<file path="config.mk">
export PLATFORM = sky130hd
export DESIGN_NAME = layer_sequencer
export DESIGN_NICKNAME = d
export VERILOG_FILES = /design/src/logic/lenet_pkg.sv /design/src/logic/layer_sequencer.sv
export VERILOG_INCLUDE_DIRS = /design/src /design/src/logic
export SDC_FILE = /design/constraint.sdc
export NUM_CORES = 1
export LEC_CHECK = 0
export BUFFER_PORTS_ARGS = -buffer_cell sky130_fd_sc_hd__buf_2
export CAP_MARGIN = 20
export CORE_AREA = 2 2 39 41
export DETAILED_ROUTE_END_ITERATION = 12
export DIE_AREA = 0 0 41 43
export GPL_TIMING_DRIVEN = 0
export PLACE_DENSITY = 0.33
export SYNTH_ARGS = -nofsm -noshare
export SYNTH_HDL_FRONTEND = slang
export SYNTH_SLANG_ARGS = --single-unit
</file>
<file path="constraint.sdc">
create_clock -name clk -period 2.75 [get_ports clk]
set_input_delay 0.1375 -clock clk [delete_from_list [all_inputs] [get_ports clk]]
set_output_delay 0.1375 -clock clk [all_outputs]
set_load 0.1 [all_outputs]
</file>
<file path="src/logic/lenet_consts.svh">
`ifndef LENET_CONSTS_SVH
`define LENET_CONSTS_SVH

// SRAM geometry
`define LENET_WORD_W 32
`define LENET_ADDR_W 16
`define LENET_BE_W 4

// Layer sizes
`define LENET_FC6_IN 120
`define LENET_FC6_OUT 84
`define LENET_FC7_OUT 10

// Word bases in weight and activation SRAM
`define LENET_W_FC6_BASE 0
`define LENET_W_FC7_BASE 2520
`define LENET_A_IN_BASE 0
`define LENET_A_FC6_BASE 32
`define LENET_A_FC7_BASE 64

`define LENET_RQ_SHIFT 16

`endif
</file>
<file path="src/logic/lenet_pkg.sv">
`include "lenet_consts.svh"

package lenet_pkg;

    typedef logic [`LENET_WORD_W-1:0] sram_word_t;
    typedef logic [`LENET_ADDR_W-1:0] sram_addr_t;
    typedef logic [`LENET_BE_W-1:0] byte_en_t;
    // Unsigned fixed point
    typedef logic [31:0] scale_t;
    typedef logic signed [31:0] acc_t;
    typedef logic signed [7:0] act_t;

    typedef enum logic {
        fc6,
        fc7
    } layer_t;

    typedef enum logic [2:0] {
        idle,
        st_fc6,
        run_fc6,
        st_fc7,
        run_fc7,
        done
    } seq_state_t;

    typedef struct packed {
        byte_en_t   wea;
        sram_addr_t addr;
        sram_word_t wdata;
    } sram_port_t;

endpackage

</file>
<file path="src/logic/layer_sequencer.sv">
`timescale 1ns/1ps

module layer_sequencer (
    input  logic              clk,
    input  logic              rst_n,
    input  logic              compute_start,
    input  logic              layer_done,
    output logic              layer_start,
    output lenet_pkg::layer_t layer,
    output logic              compute_finish
);
    lenet_pkg::seq_state_t state;
    lenet_pkg::seq_state_t next_state;

    always_ff @(posedge clk) begin
        if (!rst_n) begin
            state       <= lenet_pkg::idle;
            layer_start <= 1'b0;
        end else begin
            state       <= next_state;
            // Start pulse lands in the first run cycle
            layer_start <= (state == lenet_pkg::st_fc6) || (state == lenet_pkg::st_fc7);
        end
    end

    always_comb begin
        next_state = state;
        case (state)
            lenet_pkg::idle: begin
                if (compute_start) begin
                    next_state = lenet_pkg::st_fc6;
                end
            end
            lenet_pkg::st_fc6: next_state = lenet_pkg::run_fc6;
            lenet_pkg::run_fc6: begin
                if (layer_done) begin
                    next_state = lenet_pkg::st_fc7;
                end
            end
            lenet_pkg::st_fc7: next_state = lenet_pkg::run_fc7;
            lenet_pkg::run_fc7: begin
                if (layer_done) begin
                    next_state = lenet_pkg::done;
                end
            end
            // Sticky until reset
            lenet_pkg::done: next_state = lenet_pkg::done;
            default: next_state = lenet_pkg::idle;
        endcase
    end

    always_comb begin
        case (state)
            lenet_pkg::st_fc7, lenet_pkg::run_fc7, lenet_pkg::done: layer = lenet_pkg::fc7;
            default: layer = lenet_pkg::fc6;
        endcase
    end

    assign compute_finish = (state == lenet_pkg::done);

endmodule

</file>
==> results.md <==
- # nets final: 32
- RSZ-0062 raised after global routing: no
- Cts repair resizes: 0
- Most common cell in the netlist: dfxtp_1
- Vias/cell: 3.55
- Initial Util: 12.2%
- Hold buffers post-CTS: 0
- Global route overflow: 0
- First-pass GRT wire length: 552 um
- Die Span Y: 43 um
- Initial antenna violation count: 0
- Clock slew at reported path FFs: 0.03 ns
- Clock sinks: 4
- Worst endpoint required time: 2.61 ns
- Syn-to-layout area delta: 43.0%
- Hold crit path type: in -> reg
- Top-area cell type share of the netlist area: 47.4%
- Worst-Skew Late Latency: 0.23 ns
- Setup ws final: 1.29 ns
- Gpl congestion: 0.626
- R2R setup slack: 1.79 ns
- Post-Syn Nets: 21
- Pwr Density: 758 nW/um2
- Final wirelength: 315 um
- CP arrival: 1.32 ns
- CTS tree: yes
- Die ar.: 1760 um2
- Largest net degree at the start of global routing: 8
- Yosys warns: 0
- Slew headroom: 67.7%
- CTS Buffer Depth: 2
- Clk root buf: clkbuf_4
- IO Pins: 7
- Final setup fails: 0
- H-tree depth: 1
- Max-slew violation count: 0
- Vias: 149
- Number of global-route vias before repair: 137
- Fillers: 155
- Post-Syn Area: 169 um2
- Setup TNS: 0 ns
- Tcrit/Tclk final: 53.1%
- Finished Layout Cells: 42
- Core Area: 1380 um2
- Register area share after synthesis: 47.4%
- Leak: 0.107 nW
- Worst-path maximum fanout: 7
- DRT antenna net count: 0
- Min cycle time layout: 1.46 ns
- Sequential standard cell area: 80.1 um2
- WL/cell: 7.50 um
- Row cnt: 14
- Multi-input gate area: 88.8 um2
- Most used DFF post-synth: dfxtp_1
- Worst setup SP type: register
- Cell count after synthesis: 17
- Fraction of layout cells with a size suffix above 1: 38.5%
- Tightest Pin Transition: 0.488 ns
- Netlist cell types: 13
- Fmax: 685 MHz
- Final hold vios: 0
- Antenna cell count: 0
- Max IR drop VDD: 0.000190 V
- GR Util All Layers: 5.82%
- Pre-CTS WS: 1.51 ns
- Largest cells by area after synthesis: dfxtp_1, and3b_2, mux2i_1
- Ys async rst share: 0%
- Outcome: complete, no violations
- Type of element capturing the critical path: output pin
- Iter 0 DRT Violations: 0
- Cells after DPL: 39
- Commonest cells in the netlist: dfxtp_1, nand2_1
- Critical path class: reg -> out
- Area leader, netlist: dfxtp_1
- CTS buffer count: 3
- Max-Cap Viols: 0
- Clock Skew: 0.00238 ns
- Flops & latches, synth: 4
- EDFF count, synth: 0
- Die Wd: 41 um
- Number of port buffers: 6
- TritonRoute pass-1 iters: 1
- Syn_area_per_cell: 9.94 um2
- Postcts setup bufs: 0
- # DRC: 0
cell usage in the layout, fill, tap and decap left out, types with 2 or more instances in the layout:
cell	n
buf_2	6
dfxtp_1	4
clkbuf_4	3
nand2_1	2
layout make-up:
type	instances	share of cell area, %
multi-input cells	13	36.8
repair buffers	6	12.4
well taps	16	8.29
clock buffers	3	9.33
flip-flops and latches	4	33.2
worst max-delay path, stage by stage (launching register included):
cell     delay [ns]
dfxtp_1        0.42
nand2_1        0.07
mux2i_1        0.15
buf_2          0.45
cell families (layout without fill, tap and decap cells):
kind of cell    count (synthesis)  count (layout)  synth area share, %
compound gates                  3               3                 11.9
mux                             1               1                 5.93
buf+inv                         0               9                    0
simple gates                    8               8                 29.6
flops                           4               4                 47.4
xor+xnor                        1               1                 5.19
per-stage QoR:
step                      total power, mW  instance area [um2]  hold WS (ns)  utilization (%)
final                               0.183                  241         0.146             17.5
after global routing                0.198                  241         0.142             17.5
after detailed placement            0.114                  219         0.386             15.8
after CTS                           0.188                  241         0.142             17.5
after floorplan                     0.106                  169         0.255                -
after global placement              0.113                  219         0.381             15.8
where the power goes:
group | internal [mW] | switching, mW
Clock | 0.0487 | 0.0220
Combinational | 0.0132 | 0.0259
Sequential | 0.0648 | 0.00838
registers in the layout (all words and copies together) (netlist names):
signal and cells:
state 3, layer_start 1
metal layers:
metal | GRT usage, % | part of all wire, %
met1 | 6.09 | 48
met2 | 4.69 | 31
met3 | 9.42 | 20
met4 | 4.00 | 0
met5 | 0 | 0
final timing paths:
check	startpoint	endpoint	depth (start not counted)
setup / recovery	state[1]$_SDFFE_PN0P_	layer	3
setup reg to reg	state[1]$_SDFFE_PN0P_	state[0]$_SDFFE_PN0P_	3
hold reg to reg	state[2]$_SDFFE_PN0P_	state[1]$_SDFFE_PN0P_	1
hold / removal	rst_n	state[0]$_SDFFE_PN0P_	2
Note: power is estimated with default switching activity, not from simulation.
