$ cat src/logic/lenet_consts.svh
`ifndef LENET_CONSTS_SVH
`define LENET_CONSTS_SVH

// SRAM geometry
`define LENET_WORD_W 32
`define LENET_ADDR_W 16
`define LENET_BE_W 4

// Layer sizes
`define LENET_FC6_IN 120
`define LENET_FC6_OUT 84
`define LENET_FC7_OUT 10

// Word bases in weight and activation SRAM
`define LENET_W_FC6_BASE 0
`define LENET_W_FC7_BASE 2520
`define LENET_A_IN_BASE 0
`define LENET_A_FC6_BASE 32
`define LENET_A_FC7_BASE 64

`define LENET_RQ_SHIFT 16

`endif
$ cat src/logic/lenet_pkg.sv
`include "lenet_consts.svh"

package lenet_pkg;

    typedef logic [`LENET_WORD_W-1:0] sram_word_t;
    typedef logic [`LENET_ADDR_W-1:0] sram_addr_t;
    typedef logic [`LENET_BE_W-1:0] byte_en_t;
    // Unsigned fixed point
    typedef logic [31:0] scale_t;
    typedef logic signed [31:0] acc_t;
    typedef logic signed [7:0] act_t;

    typedef enum logic {
        fc6,
        fc7
    } layer_t;

    typedef enum logic [2:0] {
        idle,
        st_fc6,
        run_fc6,
        st_fc7,
        run_fc7,
        done
    } seq_state_t;

    typedef struct packed {
        byte_en_t   wea;
        sram_addr_t addr;
        sram_word_t wdata;
    } sram_port_t;

endpackage

$ cat src/logic/layer_counter.sv
`timescale 1ns/1ps
`include "lenet_consts.svh"

module layer_counter (
    input  logic                  clk,
    input  logic                  rst_n,
    input  logic                  layer_start,
    input  lenet_pkg::layer_t     layer,
    output lenet_pkg::sram_addr_t w_addr,
    output lenet_pkg::sram_addr_t a_addr,
    output logic                  rd_valid,
    output logic                  rd_first,
    output logic                  rd_last,
    output logic [6:0]            out_idx
);
    logic                  busy;
    logic [4:0]            word;
    logic [6:0]            out_cnt;
    lenet_pkg::sram_addr_t w_ptr;
    logic [4:0]            n_words;
    logic [6:0]            last_out;
    lenet_pkg::sram_addr_t w_base;
    lenet_pkg::sram_addr_t a_base;
    logic                  last_word;

    // FC7 reads the FC6 outputs as its input vector
    always_comb begin
        if (layer == lenet_pkg::fc6) begin
            n_words  = 5'(`LENET_FC6_IN / 4);
            last_out = 7'(`LENET_FC6_OUT - 1);
            w_base   = lenet_pkg::sram_addr_t'(`LENET_W_FC6_BASE);
            a_base   = lenet_pkg::sram_addr_t'(`LENET_A_IN_BASE);
        end else begin
            n_words  = 5'(`LENET_FC6_OUT / 4);
            last_out = 7'(`LENET_FC7_OUT - 1);
            w_base   = lenet_pkg::sram_addr_t'(`LENET_W_FC7_BASE);
            a_base   = lenet_pkg::sram_addr_t'(`LENET_A_FC6_BASE);
        end
    end

    assign last_word = (word == n_words - 5'd1);

    always_ff @(posedge clk) begin
        if (!rst_n) begin
            busy    <= 1'b0;
            word    <= '0;
            out_cnt <= '0;
            w_ptr   <= '0;
        end else if (layer_start) begin
            busy    <= 1'b1;
            word    <= '0;
            out_cnt <= '0;
            w_ptr   <= w_base;
        end else if (busy) begin
            // Row-major weights are contiguous across outputs
            w_ptr <= w_ptr + 1'b1;
            if (last_word) begin
                word    <= '0;
                out_cnt <= out_cnt + 1'b1;
                busy    <= (out_cnt != last_out);
            end else begin
                word <= word + 1'b1;
            end
        end
    end

    assign w_addr   = w_ptr;
    assign a_addr   = a_base + lenet_pkg::sram_addr_t'(word);
    assign rd_valid = busy;
    assign rd_first = busy && (word == '0);
    assign rd_last  = busy && last_word;
    assign out_idx  = out_cnt;

endmodule

$ cat config.mk
export PLATFORM = sky130hd
export DESIGN_NAME = layer_counter
export DESIGN_NICKNAME = d
export VERILOG_FILES = /design/src/logic/lenet_pkg.sv /design/src/logic/layer_counter.sv
export VERILOG_INCLUDE_DIRS = /design/src /design/src/logic
export SDC_FILE = /design/constraint.sdc
export NUM_CORES = 1
export LEC_CHECK = 0
export BUFFER_PORTS_ARGS = -buffer_cell sky130_fd_sc_hd__buf_2
export CAP_MARGIN = 30
export CORE_ASPECT_RATIO = 0.6
export CORE_MARGIN = 3
export CORE_UTILIZATION = 45
export DETAILED_ROUTE_END_ITERATION = 10
export PLACE_DENSITY = 0.74
export SKIP_LAST_GASP = 1
export SYNTH_ARGS = -nofsm -noshare
export SYNTH_HDL_FRONTEND = slang
export SYNTH_SLANG_ARGS = --single-unit
export TNS_END_PERCENT = 100
$ cat constraint.sdc
create_clock -name clk -period 1.66 [get_ports clk]
set_input_delay 0.166 -clock clk [delete_from_list [all_inputs] [get_ports clk]]
set_output_delay 0.166 -clock clk [all_outputs]
set_load 0.02 [all_outputs]
==> results.md <==
* Setup repair after global routing missed its margin: true
* Seq/Total Area, Yosys at between 30% and 40%
* CP Capture Type: primary output
* Mean routed wirelength per cell at between 10 and 15 um
* CTS Buf Count at 5
* Post-synth EDFFs at 0
* Crit Path Category: reg -> out
* Clk_lat worst skew at 0.29 ns
* Tmin final at about 1.7 ns
* Non-Filler Instances at about 280
* Placeable Area at 3020 um^2
* Row count at 15
* Final Core Density at between 60 and 70%
* H-Tree Depth at 2
* Yosys top cell by area: dfxtp_1
* Dpl hpwl at between 2 and 3 mm
* Ant diodes at 0
* Req. time, crit path at approximately 1.5 ns
* Die area at 4070 um^2
* Clock skew at 0.00618 ns
* Number of DRC markers in iteration 0 at between 100 and 150
* Fmax at around 590 MHz
* Maxcap violations at 0
* Tot GR Track Use at between 20% and 30%
* Top cells by count, synth: 29 x dfxtp_1, 16 x a21oi_1, 15 x nand2_1
* Die W at between 80 and 90 um
* Synth Instances at between 150 and 200
* PwrDens at roughly 750 nW/um^2
* Most common flop cell mapped by yosys: dfxtp_1
* Initial antenna violation count at 0
* Gp weighted congestion at about 0.81
* Final period util at 102%
* Maximum fanout along the worst path at 6
* Reg2reg start: word[0]
* Setup violators final at 1
* RR Endpoint: out_idx[5]
* CTS tree: yes
* DRC at 0
* Hold Crit Class: in -> reg
* # nets final at approximately 240
* # IOs at 46
* Vias/cell at roughly 5.4
* Leak pwr at 0.773 nW
* Drt first pass iters at 4
* Number of placed instances with taps included at around 260
* R2r setup slk at ~0.040 ns
* Synthesis-stage register bit count at 29
* IO buf count at 35
* Hold Vio Cnt, Final at 0
* Starting Density at 49.4%
* First-pass GRT wire length at 6.31 mm
* Worst Setup EP: rd_last
* Area contributors post-synth: dfxtp_1 39%, xnor2_1 7.0%, buf_4 5.5%, a21oi_1 5.4%, nand2_1 3.8%
* Power, Total at roughly 1.5 mW
* Arr. time, crit path at roughly 1.5 ns
* Die outline height at ~51 um
* Vias in the first global route at 1306
* Layout area overhead at 31.1%
* Ys async rst share at 0%
* Clock slew at reported path FFs at 0.06 ns
* Hold Worst Slack at between 0.15 and 0.2 ns
* Setup ws final at -0.0272 ns
* Synth warnings at 0
* Top-area cell type share of the netlist area at just under 40%
* Reg2Reg Depth at 4
* Status: finished, violations left
* Failing checks: negative setup slack
* Fillers at about 260
* Mapped Avg Cell Area at between 8 and 9 um^2
* Crit path launch type: flop
* Critical path startpoint: word[0]
* DRT Wirelength at 3.93 mm
* Post-Syn Area at approximately 1500 um^2
* CTS max path bufs at 2
* Peak VDD IR at 0.497 mV
* Post-synth cell types at 34
* Grt ovf at 0
* Clock tree root driver cell: clkbuf_8
* ANT nets after route at 0
* Fin. max-slew vios at 0
* Fraction of layout cells with a size suffix above 1 at 33.6%
* CTS sink cnt at 29
* Most numerous cell in the Yosys netlist: dfxtp_1
* Pin count of the biggest net entering global routing at 14
* Vias at 1499
-- registers in the layout (all words and copies together) (netlist names) --
register,count
w_addr,16
out_idx,7
rd_valid,1
word,5
-- logic make-up after synthesis --
kind of cell	Yosys count	share of synthesized area, %
compound gates	33	13.1
xor+xnor	15	8.80
fa+ha+maj	4	3.35
buf+inv	23	9.05
flops	29	38.9
mux	2	1.34
other cells	1	0.251
simple gates	71	25.2
-- power breakdown --
part	total, mW	internal [mW]	switching [mW]
sequential	0.726	0.709	0.0170
clock	0.573	0.290	0.283
combinational	0.169	0.0592	0.110
-- placed cells by master (no fill, tap or decap), drive strengths merged, types with 2 or more instances in the layout --
cell type,n
dfxtp,29
clkinv,2
xnor2,12
o31ai,2
conb,10
xor2,3
ha,4
inv,5
nand2,15
nor2,14
o21ai,5
or4,2
nor4b,2
nand3b,5
nand3,9
nand4,8
a21oi,16
a31oi,2
nand2b,2
a211oi,4
clkbuf,6
mux2i,2
nor3,5
buf,57
nor4,4
-- stage by stage --
stage          TNS (ns)  instance area [um^2]  setup WS [ns]
6_report        -0.0272                  1960        -0.0272
5_1_grt         -0.0789                  1960        -0.0625
4_1_cts         -0.0140                  1910        -0.0140
3_5_place_dp          0                  1770         0.0593
3_3_place_gp          0                  1770         0.0896
2_1_floorplan   -0.0230                  1550        -0.0230
-- routing by layer --
metal | share of wire [%] | GRT usage [%]
met2 | 40 | 27.7
met4 | 1.4 | 10.7
met5 | 0 | 0
met3 | 11 | 6.63
met1 | 48 | 29.6
-- repair_timing --
item | in CTS | in global routing
gates resized for setup | 6 | 7
hold endpoints to repair | 0 | 0
hold buffers | 0 | 0
buffers inserted | 4 | 3
pin swaps | 2 | 3
setup endpoints to repair | 2 | 5
-- critical path, stage by stage, from the launching register on --
cell,delay (ns)
dfxtp_4,0.35
buf_6,0.11
nand3b_1,0.23
a211oi_4,0.37
buf_6,0.16
-- cell type report --
class / count / area (um^2) / share of cell area (%)
clock inverters: 2 / 10.0 / 0.512
clock buffers: 6 / 72.6 / 3.71
inverters: 6 / 26.3 / 1.34
flip-flops and latches: 29 / 593 / 30.3
multi-input cells: 135 / 845 / 43.2
well taps: 42 / 52.6 / 2.69
repair buffers: 57 / 358 / 18.3
-- how the worst min path moves through the flow --
stage / start / to / cells past startpoint
2_1_floorplan: layer_start / w_addr[6] / 2
3_3_place_gp: rst_n / rd_valid / 3
3_5_place_dp: rst_n / rd_valid / 3
4_1_cts: rst_n / rd_valid / 3
5_1_grt: rst_n / rd_valid / 3
6_report: rst_n / rd_valid / 3
No activity file was read; power rests on OpenSTA's default activity.
