`src/logic/lenet_consts.svh`:
```
`ifndef LENET_CONSTS_SVH
`define LENET_CONSTS_SVH

// SRAM geometry
`define LENET_WORD_W 32
`define LENET_ADDR_W 16
`define LENET_BE_W 4

// Layer sizes
`define LENET_FC6_IN 120
`define LENET_FC6_OUT 84
`define LENET_FC7_OUT 10

// Word bases in weight and activation SRAM
`define LENET_W_FC6_BASE 0
`define LENET_W_FC7_BASE 2520
`define LENET_A_IN_BASE 0
`define LENET_A_FC6_BASE 32
`define LENET_A_FC7_BASE 64

`define LENET_RQ_SHIFT 16

`endif
```
`src/logic/lenet_pkg.sv`:
```
`include "lenet_consts.svh"

package lenet_pkg;

    typedef logic [`LENET_WORD_W-1:0] sram_word_t;
    typedef logic [`LENET_ADDR_W-1:0] sram_addr_t;
    typedef logic [`LENET_BE_W-1:0] byte_en_t;
    // Unsigned fixed point
    typedef logic [31:0] scale_t;
    typedef logic signed [31:0] acc_t;
    typedef logic signed [7:0] act_t;

    typedef enum logic {
        fc6,
        fc7
    } layer_t;

    typedef enum logic [2:0] {
        idle,
        st_fc6,
        run_fc6,
        st_fc7,
        run_fc7,
        done
    } seq_state_t;

    typedef struct packed {
        byte_en_t   wea;
        sram_addr_t addr;
        sram_word_t wdata;
    } sram_port_t;

endpackage

```
`src/logic/sram_port_regs.sv`:
```
`timescale 1ns/1ps

module sram_port_regs (
    input  logic                  clk,
    input  logic                  rst_n,
    input  lenet_pkg::layer_t     layer,
    input  lenet_pkg::sram_port_t act_wr,
    input  lenet_pkg::sram_addr_t w_addr,
    input  lenet_pkg::sram_addr_t a_addr,
    input  lenet_pkg::scale_t     scale_fc6_in,
    input  lenet_pkg::scale_t     scale_fc7_in,
    input  lenet_pkg::sram_word_t weight_rdata_in,
    input  lenet_pkg::sram_word_t act_rdata_in,
    output lenet_pkg::sram_port_t weight_port,
    output lenet_pkg::sram_port_t act_port,
    output lenet_pkg::sram_word_t w_word,
    output lenet_pkg::sram_word_t a_word,
    output lenet_pkg::scale_t     scale
);
    lenet_pkg::scale_t sc_fc6;
    lenet_pkg::scale_t sc_fc7;

    always_ff @(posedge clk) begin
        if (!rst_n) begin
            weight_port <= '0;
            act_port    <= '0;
            w_word      <= '0;
            a_word      <= '0;
            sc_fc6      <= '0;
            sc_fc7      <= '0;
        end else begin
            // Weights are read only
            weight_port <= '{wea: '0, addr: w_addr, wdata: '0};
            if (act_wr.wea != '0) begin
                act_port <= act_wr;
            end else begin
                act_port <= '{wea: '0, addr: a_addr, wdata: '0};
            end
            w_word <= weight_rdata_in;
            a_word <= act_rdata_in;
            sc_fc6 <= scale_fc6_in;
            sc_fc7 <= scale_fc7_in;
        end
    end

    assign scale = (layer == lenet_pkg::fc6) ? sc_fc6 : sc_fc7;

endmodule

```
`config.mk`:
```
export PLATFORM = sky130hd
export DESIGN_NAME = sram_port_regs
export DESIGN_NICKNAME = d
export VERILOG_FILES = /design/src/logic/lenet_pkg.sv /design/src/logic/sram_port_regs.sv
export VERILOG_INCLUDE_DIRS = /design/src /design/src/logic
export SDC_FILE = /design/constraint.sdc
export NUM_CORES = 1
export LEC_CHECK = 0
export ABC_CLOCK_PERIOD_IN_PS = 1500
export BUFFER_PORTS_ARGS = -buffer_cell sky130_fd_sc_hd__buf_2
export CAP_MARGIN = 20
export CORE_AREA = 2 2 163 165
export DETAILED_ROUTE_END_ITERATION = 8
export DIE_AREA = 0 0 165 167
export PLACE_DENSITY = 0.48
export REMOVE_ABC_BUFFERS = 1
export SLEW_MARGIN = 20
export SYNTH_ARGS = -nofsm -noshare
export SYNTH_HDL_FRONTEND = slang
export SYNTH_SLANG_ARGS = --single-unit
```
`constraint.sdc`:
```
create_clock -name clk -period 1.5 [get_ports clk]
set_input_delay 0 -clock clk [delete_from_list [all_inputs] [get_ports clk]]
set_output_delay 0 -clock clk [all_outputs]
set_load 0.1 [all_outputs]
```
==> load_flow_metrics.sql, run 1 <==
INSERT INTO impl_metrics (metric_group, metric, value, unit) VALUES
('global_route', 'grt_start_max_net_pins', '71', ''),
('worst_setup_path', 'cp.arrival', '1.65', 'ns'),
('route', 'antenna_left', '0', ''),
('clocking', 'clk_root_buffer_cell', 'clkbuf_16', ''),
('worst_setup_path', 'worstSetupEndpoint', 'act_port[5]', ''),
('timing', 'slew_viol_final', '0', ''),
('worst_setup_path', 'startpoint', 'act_wr[49]', ''),
('pwr', 'p_leak', '0.00574', 'uW'),
('logic_synthesis', 'netlist.area_leader.share', '64.0', '%'),
('place', 'place.detailed.hpwl', '13000', 'um'),
('floorplan', 'initial_core_util', '23.8', '%'),
('worst_setup_path', 'timing.setup.critical_path_class', 'in2reg', ''),
('clocking', 'clk_pin_slew_worst_paths', '0.08', 'ns'),
('route', 'avgViaCountPerCell', '3.76', ''),
('floorplan', 'die_w', '165', 'um'),
('worst_setup_path', 'critical_path.max_stage_delay', '0.54', 'ns'),
('timing', 'totalNegativeSetupSlack', '0', 'ns'),
('route', 'wl_per_cell', '13.0', 'um'),
('logic_synthesis', 'yosysTopAreaCell', 'dfxtp_1', ''),
('floorplan', 'design.portCount', '415', ''),
('logic_synthesis', 'synth_sequential_area_ratio', '64.0', '%'),
('floorplan', 'floorplan.die_area', '0.0276', 'sq mm'),
('worst_setup_path', 'slowest_stage', 'dlygate4sd3_1', ''),
('logic_synthesis', 'syn_area_per_cell', '11.7', 'sq um'),
('place', 'numPlacedInstances', '1214', ''),
('layout', 'nets', '1344', ''),
('route', 'dr.pass1.iters', '4', ''),
('clocking', 'cts-root-to-sink-buffers', '2', ''),
('worst_setup_path', 'critical_path_buf_inv_count', '3', ''),
('logic_synthesis', 'ys_ff_latch', '196', ''),
('worst_setup_path', 'endpoint_kind', 'flop', ''),
('floorplan', 'fp-row-count', '59', ''),
('timing', 'max_slew_margin', '64.5', '%'),
('timing', 'setup_violations', '0', ''),
('layout', 'final_cells', '1477', ''),
('clocking', 'cts_tree', 'built', ''),
('global_route', 'gr-usage-all-layers', '13.6', '%'),
('worst_setup_path', 'timing.critical_path.cells', 'dlygate4sd3_1, buf_2, or4_4, buf_12, and3_1', ''),
('pwr', 'post-layout-total-power', '14300', 'uW'),
('layout', 'area_of_combinational_cells_with_multiple_inputs', '0.00191', 'sq mm'),
('timing', 'rsz0062_at_grt', 'no', ''),
('timing', 'finalCritPeriodShare', '89.5', '%'),
('clocking', 'cts-buffers-inserted', '17', ''),
('logic_synthesis', 'synth_cell_types', '14', ''),
('pwr', 'p_per_area', '1240', 'mW/mm^2'),
('layout', 'layout_cell_share_with_drive_strength_beyond_1', '39.1', '%'),
('flow_run', 'maxCapViolations', '0', ''),
('global_route', 'grt_pass1_vias', '5788', ''),
('place', 'globalplace.congestion', '0.743', ''),
('floorplan', 'floorplan.core_area', '0.0258', 'sq mm'),
('timing', 'fmax', '745', 'MHz'),
('logic_synthesis', 'cell_types_occupying_the_most_area_after_synthesis', 'dfxtp_1 64%, and2_1 15%, mux2_2 5.1%, buf_4 4.4%, and3_1 3.3%', ''),
('worst_setup_path', 'crit_family', 'buffers and inverters', ''),
('pwr', 'vdd.ir_drop.worst', '847', 'uV'),
('route', 'drt_drc_violations_left', '0', ''),
('route', 'detailedRoute.firstIterationViolations', '201', ''),
('worst_setup_path', 'worstPathRequired', '1.81', 'ns'),
('layout', 'filler_cell_count', '2442', ''),
('route', 'finalWirelength', '19300', 'um'),
('worst_setup_path', 'worstPathMaxFanout', '48', ''),
('layout', 'flow.area_growth_from_synthesis', '86.9', '%'),
('logic_synthesis', 'synth.cell_area', '0.00613', 'sq mm'),
('timing', 'worst_pin_slew', '0.536', 'ns'),
('timing', 'min_period', '1.34', 'ns'),
('status', 'outcome', 'finished, final reports clean', ''),
('logic_synthesis', 'yosysWarnings', '0', ''),
('clocking', 'resized_cells_post_cts', '0', ''),
('route', 'dr_total_vias', '5555', ''),
('logic_synthesis', 'synth_cells', '526', ''),
('clocking', 'deepest_level_of_the_cts_h_tree', '4', ''),
('place', 'io_buffers', '378', ''),
('global_route', 'grt_pass1_wl', '29400', 'um'),
('layout', 'ff_latch_area', '0.00392', 'sq mm'),
('clocking', 'clock-sinks', '196', ''),
('worst_hold_path', 'holdCritPathClass', 'in2reg', ''),
('timing', 'final-hold-violation-count', '0', ''),
('floorplan', 'die_y', '167', 'um'),
('worst_setup_path', 'startpoint_type', 'input port', ''),
('worst_setup_path', 'worst-path-stages', '5', ''),
('global_route', 'grt_overflow_total', '0', ''),
('global_route', 'antenna_found_initial', '1', '');
-- flip-flops by register name, indices dropped and copies added (netlist names) --
signal / flops
weight_port: 16
sc_fc6: 32
act_port: 52
w_word: 32
a_word: 32
sc_fc7: 32
-- routing by layer --
metal  vias to the layer above  global-route usage [%]  share of wire (%)
li1                       2779                       -                  -
met2                       235                    24.5                 50
met1                      2522                    14.8                 40
met3                        19                    4.51                7.9
met4                         0                    4.35                1.7
met5                         -                       0                  0
-- power breakdown --
part	total [uW]	leakage, uW	internal [uW]	switching (uW)
clock network	4860	0.000302	2730	2130
logic	3850	0.00380	1080	2770
registers	5550	0.00163	5490	64.5
-- layout by cell type (no fill, tap or decap), types with 4 or more instances in the layout --
master / count
buf_4: 5
buf_2: 360
buf_12: 21
dlygate4sd3_1: 231
mux2i_1: 16
conb_1: 36
mux2_2: 28
and2_1: 148
clkbuf_16: 17
dfxtp_1: 196
mux2_1: 4
and3_1: 32
nand2_1: 32
-- how the worst min path moves through the flow --
stage	endpoint	slack, ns	startpoint	depth (start not counted)
after global routing	a_word[31]	0.02	rst_n	2
final	a_word[31]	0.03	rst_n	2
after floorplan	a_word[0]	0.12	rst_n	1
after global placement	w_word[17]	0.21	weight_rdata_in[17]	2
after CTS	a_word[31]	0.007	rst_n	2
after detailed placement	sc_fc7[15]	0.21	scale_fc7_in[15]	2
-- metrics by stage --
step                util, %  worst slack (ns)  hold slack (ns)  cell area (sq um)
CTS                    44.5             0.173          0.00686              11500
global placement       33.1             0.319            0.206               8520
finish                 44.5             0.158           0.0283              11500
detailed placement     33.1             0.306            0.210               8520
floorplan                 -             0.402            0.122               5840
global route           44.5             0.133           0.0208              11500
-- final cells by class --
class                      instances  area share, %
clock inverter                    13           1.66
sequential                       196           34.2
tap                              335           3.66
clock buffer                      18           3.83
multi-input combinational        297           16.7
antenna                            1         0.0218
timing repair buffer             617           39.9
-- timing repair --
item | 4_1_cts | 5_1_grt
endpoints found under the hold margin | 196 | 0
buffers inserted | 0 | 0
hold buffers | 231 | 0
setup endpoints to repair | 0 | 0
-- Yosys cell counts, drive strengths merged --
master	count
and2	148
and3	32
buf	42
clkbuf	26
conb	1
dfxtp	196
mux2	32
mux2i	16
nand2	32
or4	1
-- cells by family (layout without fill, tap and decap cells) --
kind of cell / Yosys count / in the layout / share of synthesized area, %
other cells: 1 / 37 / 0.0612
mux: 48 / 48 / 8.49
flops: 196 / 196 / 64.0
simple gates: 213 / 213 / 20.5
buf+inv: 68 / 648 / 6.94
No activity file was read; power rests on OpenSTA's default activity.
==> inputs of run 2 (changes only) <==
Settings changed: ABC_AREA from default to 1, CORE_AREA 2 2 163 165 to 2 2 162 164, DIE_AREA 0 0 165 167 to 0 0 164 166, PLACE_DENSITY 0.48 to 0.5.
==> run 2 against run 1 <==
Against the previous run:
- setup slack improved by 0.027 ns
- combinational power increased by 3%
- worst hold slack improved by 0.052 ns
- maximum frequency increased by 2.1%
- power decreased by 2.0%
- synthesized cell count increased by 41%
- die area decreased by 1.2%
- core utilization increased by 1.2 points
==> load_flow_metrics.sql, run 2 <==
INSERT INTO impl_metrics (metric_group, metric, value, unit) VALUES
('clocking', 'clk_pin_slew_worst_paths', '0.08', 'ns'),
('clocking', 'cts-root-to-sink-buffers', '2', ''),
('route', 'dr_total_vias', '6154', ''),
('logic_synthesis', 'synthFlopType', 'dfxtp_1', ''),
('route', 'dr.pass1.iters', '4', ''),
('floorplan', 'floorplan.die_area', '0.0272', 'sq mm'),
('layout', 'n_antenna_cell', '0', ''),
('timing', 'worst_pin_slew', '0.530', 'ns'),
('layout', 'final_cell_mix', '349 x buf_2, 212 x dlygate4sd3_1, 196 x inv_1, 196 x dfxtp_1, 162 x nand2_1', ''),
('timing', 'slew_viol_final', '0', ''),
('timing', 'finalCritPeriodShare', '87.7', '%'),
('clocking', 'clock-sinks', '196', ''),
('timing', 'totalNegativeSetupSlack', '0', 'ns'),
('layout', 'largest_register', 'act_port', ''),
('timing', 'setup_violations', '0', ''),
('global_route', 'antenna_found_initial', '0', ''),
('clocking', 'cts_tree', 'built', ''),
('worst_setup_path', 'cp.arrival', '1.31', 'ns'),
('logic_synthesis', 'synth.cells.most_frequent', '196 x dfxtp_1, 196 x inv_1, 162 x nand2_1', ''),
('global_route', 'grt_pass1_wl', '30800', 'um'),
('logic_synthesis', 'yosysWarnings', '0', ''),
('flow_run', 'maxCapViolations', '0', ''),
('logic_synthesis', 'synth_edf_count', '0', ''),
('logic_synthesis', 'ys_async_sr_fraction', '0', '%'),
('logic_synthesis', 'synth_sequential_area_ratio', '59.9', '%'),
('route', 'finalWirelength', '19500', 'um'),
('route', 'detailedRoute.firstIterationViolations', '217', ''),
('worst_setup_path', 'worstPathMaxFanout', '1', ''),
('timing', 'min_period', '1.31', 'ns'),
('clocking', 'clk_root_buffer_cell', 'clkbuf_16', ''),
('worst_setup_path', 'endpoint_kind', 'output pin', ''),
('logic_synthesis', 'netlist.area_leader.share', '59.9', '%'),
('floorplan', 'die_w', '164', 'um'),
('timing', 'rsz0062_at_grt', 'no', ''),
('pwr', 'p_per_area', '1200', 'mW/mm^2'),
('logic_synthesis', 'synth_cells', '740', ''),
('layout', 'flow.area_growth_from_synthesis', '78.3', '%'),
('clocking', 'cts-buffers-inserted', '17', ''),
('layout', 'nets', '1540', ''),
('global_route', 'grt_overflow_total', '0', ''),
('floorplan', 'initial_core_util', '25.6', '%'),
('layout', 'mostFrequentLayoutCell', 'buf_2', ''),
('route', 'wl_per_cell', '11.7', 'um'),
('logic_synthesis', 'synth_cell_types', '16', ''),
('floorplan', 'design.portCount', '415', ''),
('place', 'io_buffers', '378', ''),
('global_route', 'grt_start_max_net_pins', '85', ''),
('clocking', 'resized_cells_post_cts', '0', ''),
('route', 'antenna_left', '0', ''),
('timing', 'max_slew_margin', '64.9', '%'),
('global_route', 'grt_pass1_vias', '6432', ''),
('place', 'globalplace.congestion', '0.760', ''),
('pwr', 'p_leak', '0.00682', 'uW'),
('worst_setup_path', 'worstPathRequired', '1.50', 'ns'),
('worst_setup_path', 'startpoint_type', 'flop', ''),
('logic_synthesis', 'ys_ff_latch', '196', ''),
('timing', 'final-hold-violation-count', '0', ''),
('layout', 'layout_cell_share_with_drive_strength_beyond_1', '34.2', '%'),
('worst_setup_path', 'startpoint', 'sc_fc7[5]', ''),
('worst_hold_path', 'holdCritPathClass', 'in2reg', ''),
('timing', 'hold_ws', '0.0800', 'ns'),
('logic_synthesis', 'cell_types_occupying_the_most_area_after_synthesis', 'dfxtp_1 60%, inv_1 11%, nand2_1 9.3%, mux2_2 4.8%, buf_4 4.5%', ''),
('layout', 'largest_register_ffs', '52', ''),
('floorplan', 'floorplan.core_area', '0.0256', 'sq mm'),
('floorplan', 'fp-row-count', '59', ''),
('clocking', 'cts_hold_buf', '212', ''),
('logic_synthesis', 'syn_area_per_cell', '8.86', 'sq um'),
('clocking', 'post-cts-setup-buffers', '0', ''),
('status', 'outcome', 'finished, final reports clean', ''),
('worst_setup_path', 'worstSetupEndpoint', 'scale[5]', ''),
('worst_setup_path', 'timing.setup.critical_path_class', 'reg2out', ''),
('global_route', 'gr-usage-all-layers', '14.2', '%'),
('logic_synthesis', 'yosysTopAreaCell', 'dfxtp_1', ''),
('clocking', 'deepest_level_of_the_cts_h_tree', '4', ''),
('floorplan', 'die_y', '166', 'um'),
('logic_synthesis', 'synth.cell_area', '0.00656', 'sq mm'),
('place', 'place.detailed.hpwl', '13100', 'um'),
('route', 'avgViaCountPerCell', '3.68', ''),
('route', 'drt_drc_violations_left', '0', ''),
('pwr', 'vdd.ir_drop.worst', '583', 'uV'),
('timing', 'fmax', '760', 'MHz');
run 2: kinds of logic (layout without fill, tap and decap cells):
kind of cell,after synthesis,count (layout),share of synthesized area (%)
muxes,32,32,5.50
and+or+nand+nor,232,232,14.4
buffers and inverters,263,826,18.9
DFF,196,196,59.9
other,1,36,0.0572
AOI/OAI and AO/OA,16,16,1.22
run 2: how the worst min path moves through the flow:
| stage | from | endpoint | slack, ns | depth (start not counted) |
|---|---|---|---|---|
| 3_5_place_dp | w_addr[8] | weight_port[40] | 0.18 | 3 |
| 6_report | rst_n | sc_fc7[9] | 0.08 | 4 |
| 5_1_grt | rst_n | w_word[14] | 0.07 | 4 |
| 3_3_place_gp | w_addr[7] | weight_port[39] | 0.18 | 3 |
| 4_1_cts | rst_n | w_word[14] | 0.07 | 4 |
| 2_1_floorplan | rst_n | a_word[0] | 0.09 | 2 |
run 2: routing by layer:
metal	up-vias	part of all wire, %	track usage (%)	wire, um
met3	25	7.2	4.67	1420
met4	0	2.0	4.69	382
li1	3179	-	-	-
met1	2709	40	15.1	7830
met2	241	51	26.3	9920
met5	-	0	0	0
run 2: power by group:
group / leakage [uW] / internal, uW / switching (uW)
clock: 0.000276 / 2220 / 2220
combinational: 0.00491 / 1080 / 2890
sequential: 0.00163 / 5490 / 68.1
total: 0.00682 / 8790 / 5180
run 2: layout make-up:
type                    count  area, sq um
fillers                  2393        13900
repair buffers            598         4520
flip-flops and latches    196         3920
multi-input cells         316         1520
inverters                 196          736
clock buffers              19          433
well taps                 335          419
clock inverters            13          134
run 2: per-stage QoR:
stage          total power (uW)  cell area [sq um]  setup slack, ns  utilization (%)  cells
2_1_floorplan              8280               6180            0.521                -    708
3_3_place_gp               9190               9000            0.419             35.1   1429
3_5_place_dp               9200               9000            0.417             35.1   1429
4_1_cts                   14200              11700            0.141             45.6   1673
5_1_grt                   14600              11700            0.123             45.6   1673
6_report                  14000              11700            0.185             45.6   1673
run 2: critical path: stages, from the launching register on:
cell     delay [ns]
dfxtp_1        0.30
mux2_1         0.30
buf_2          0.30
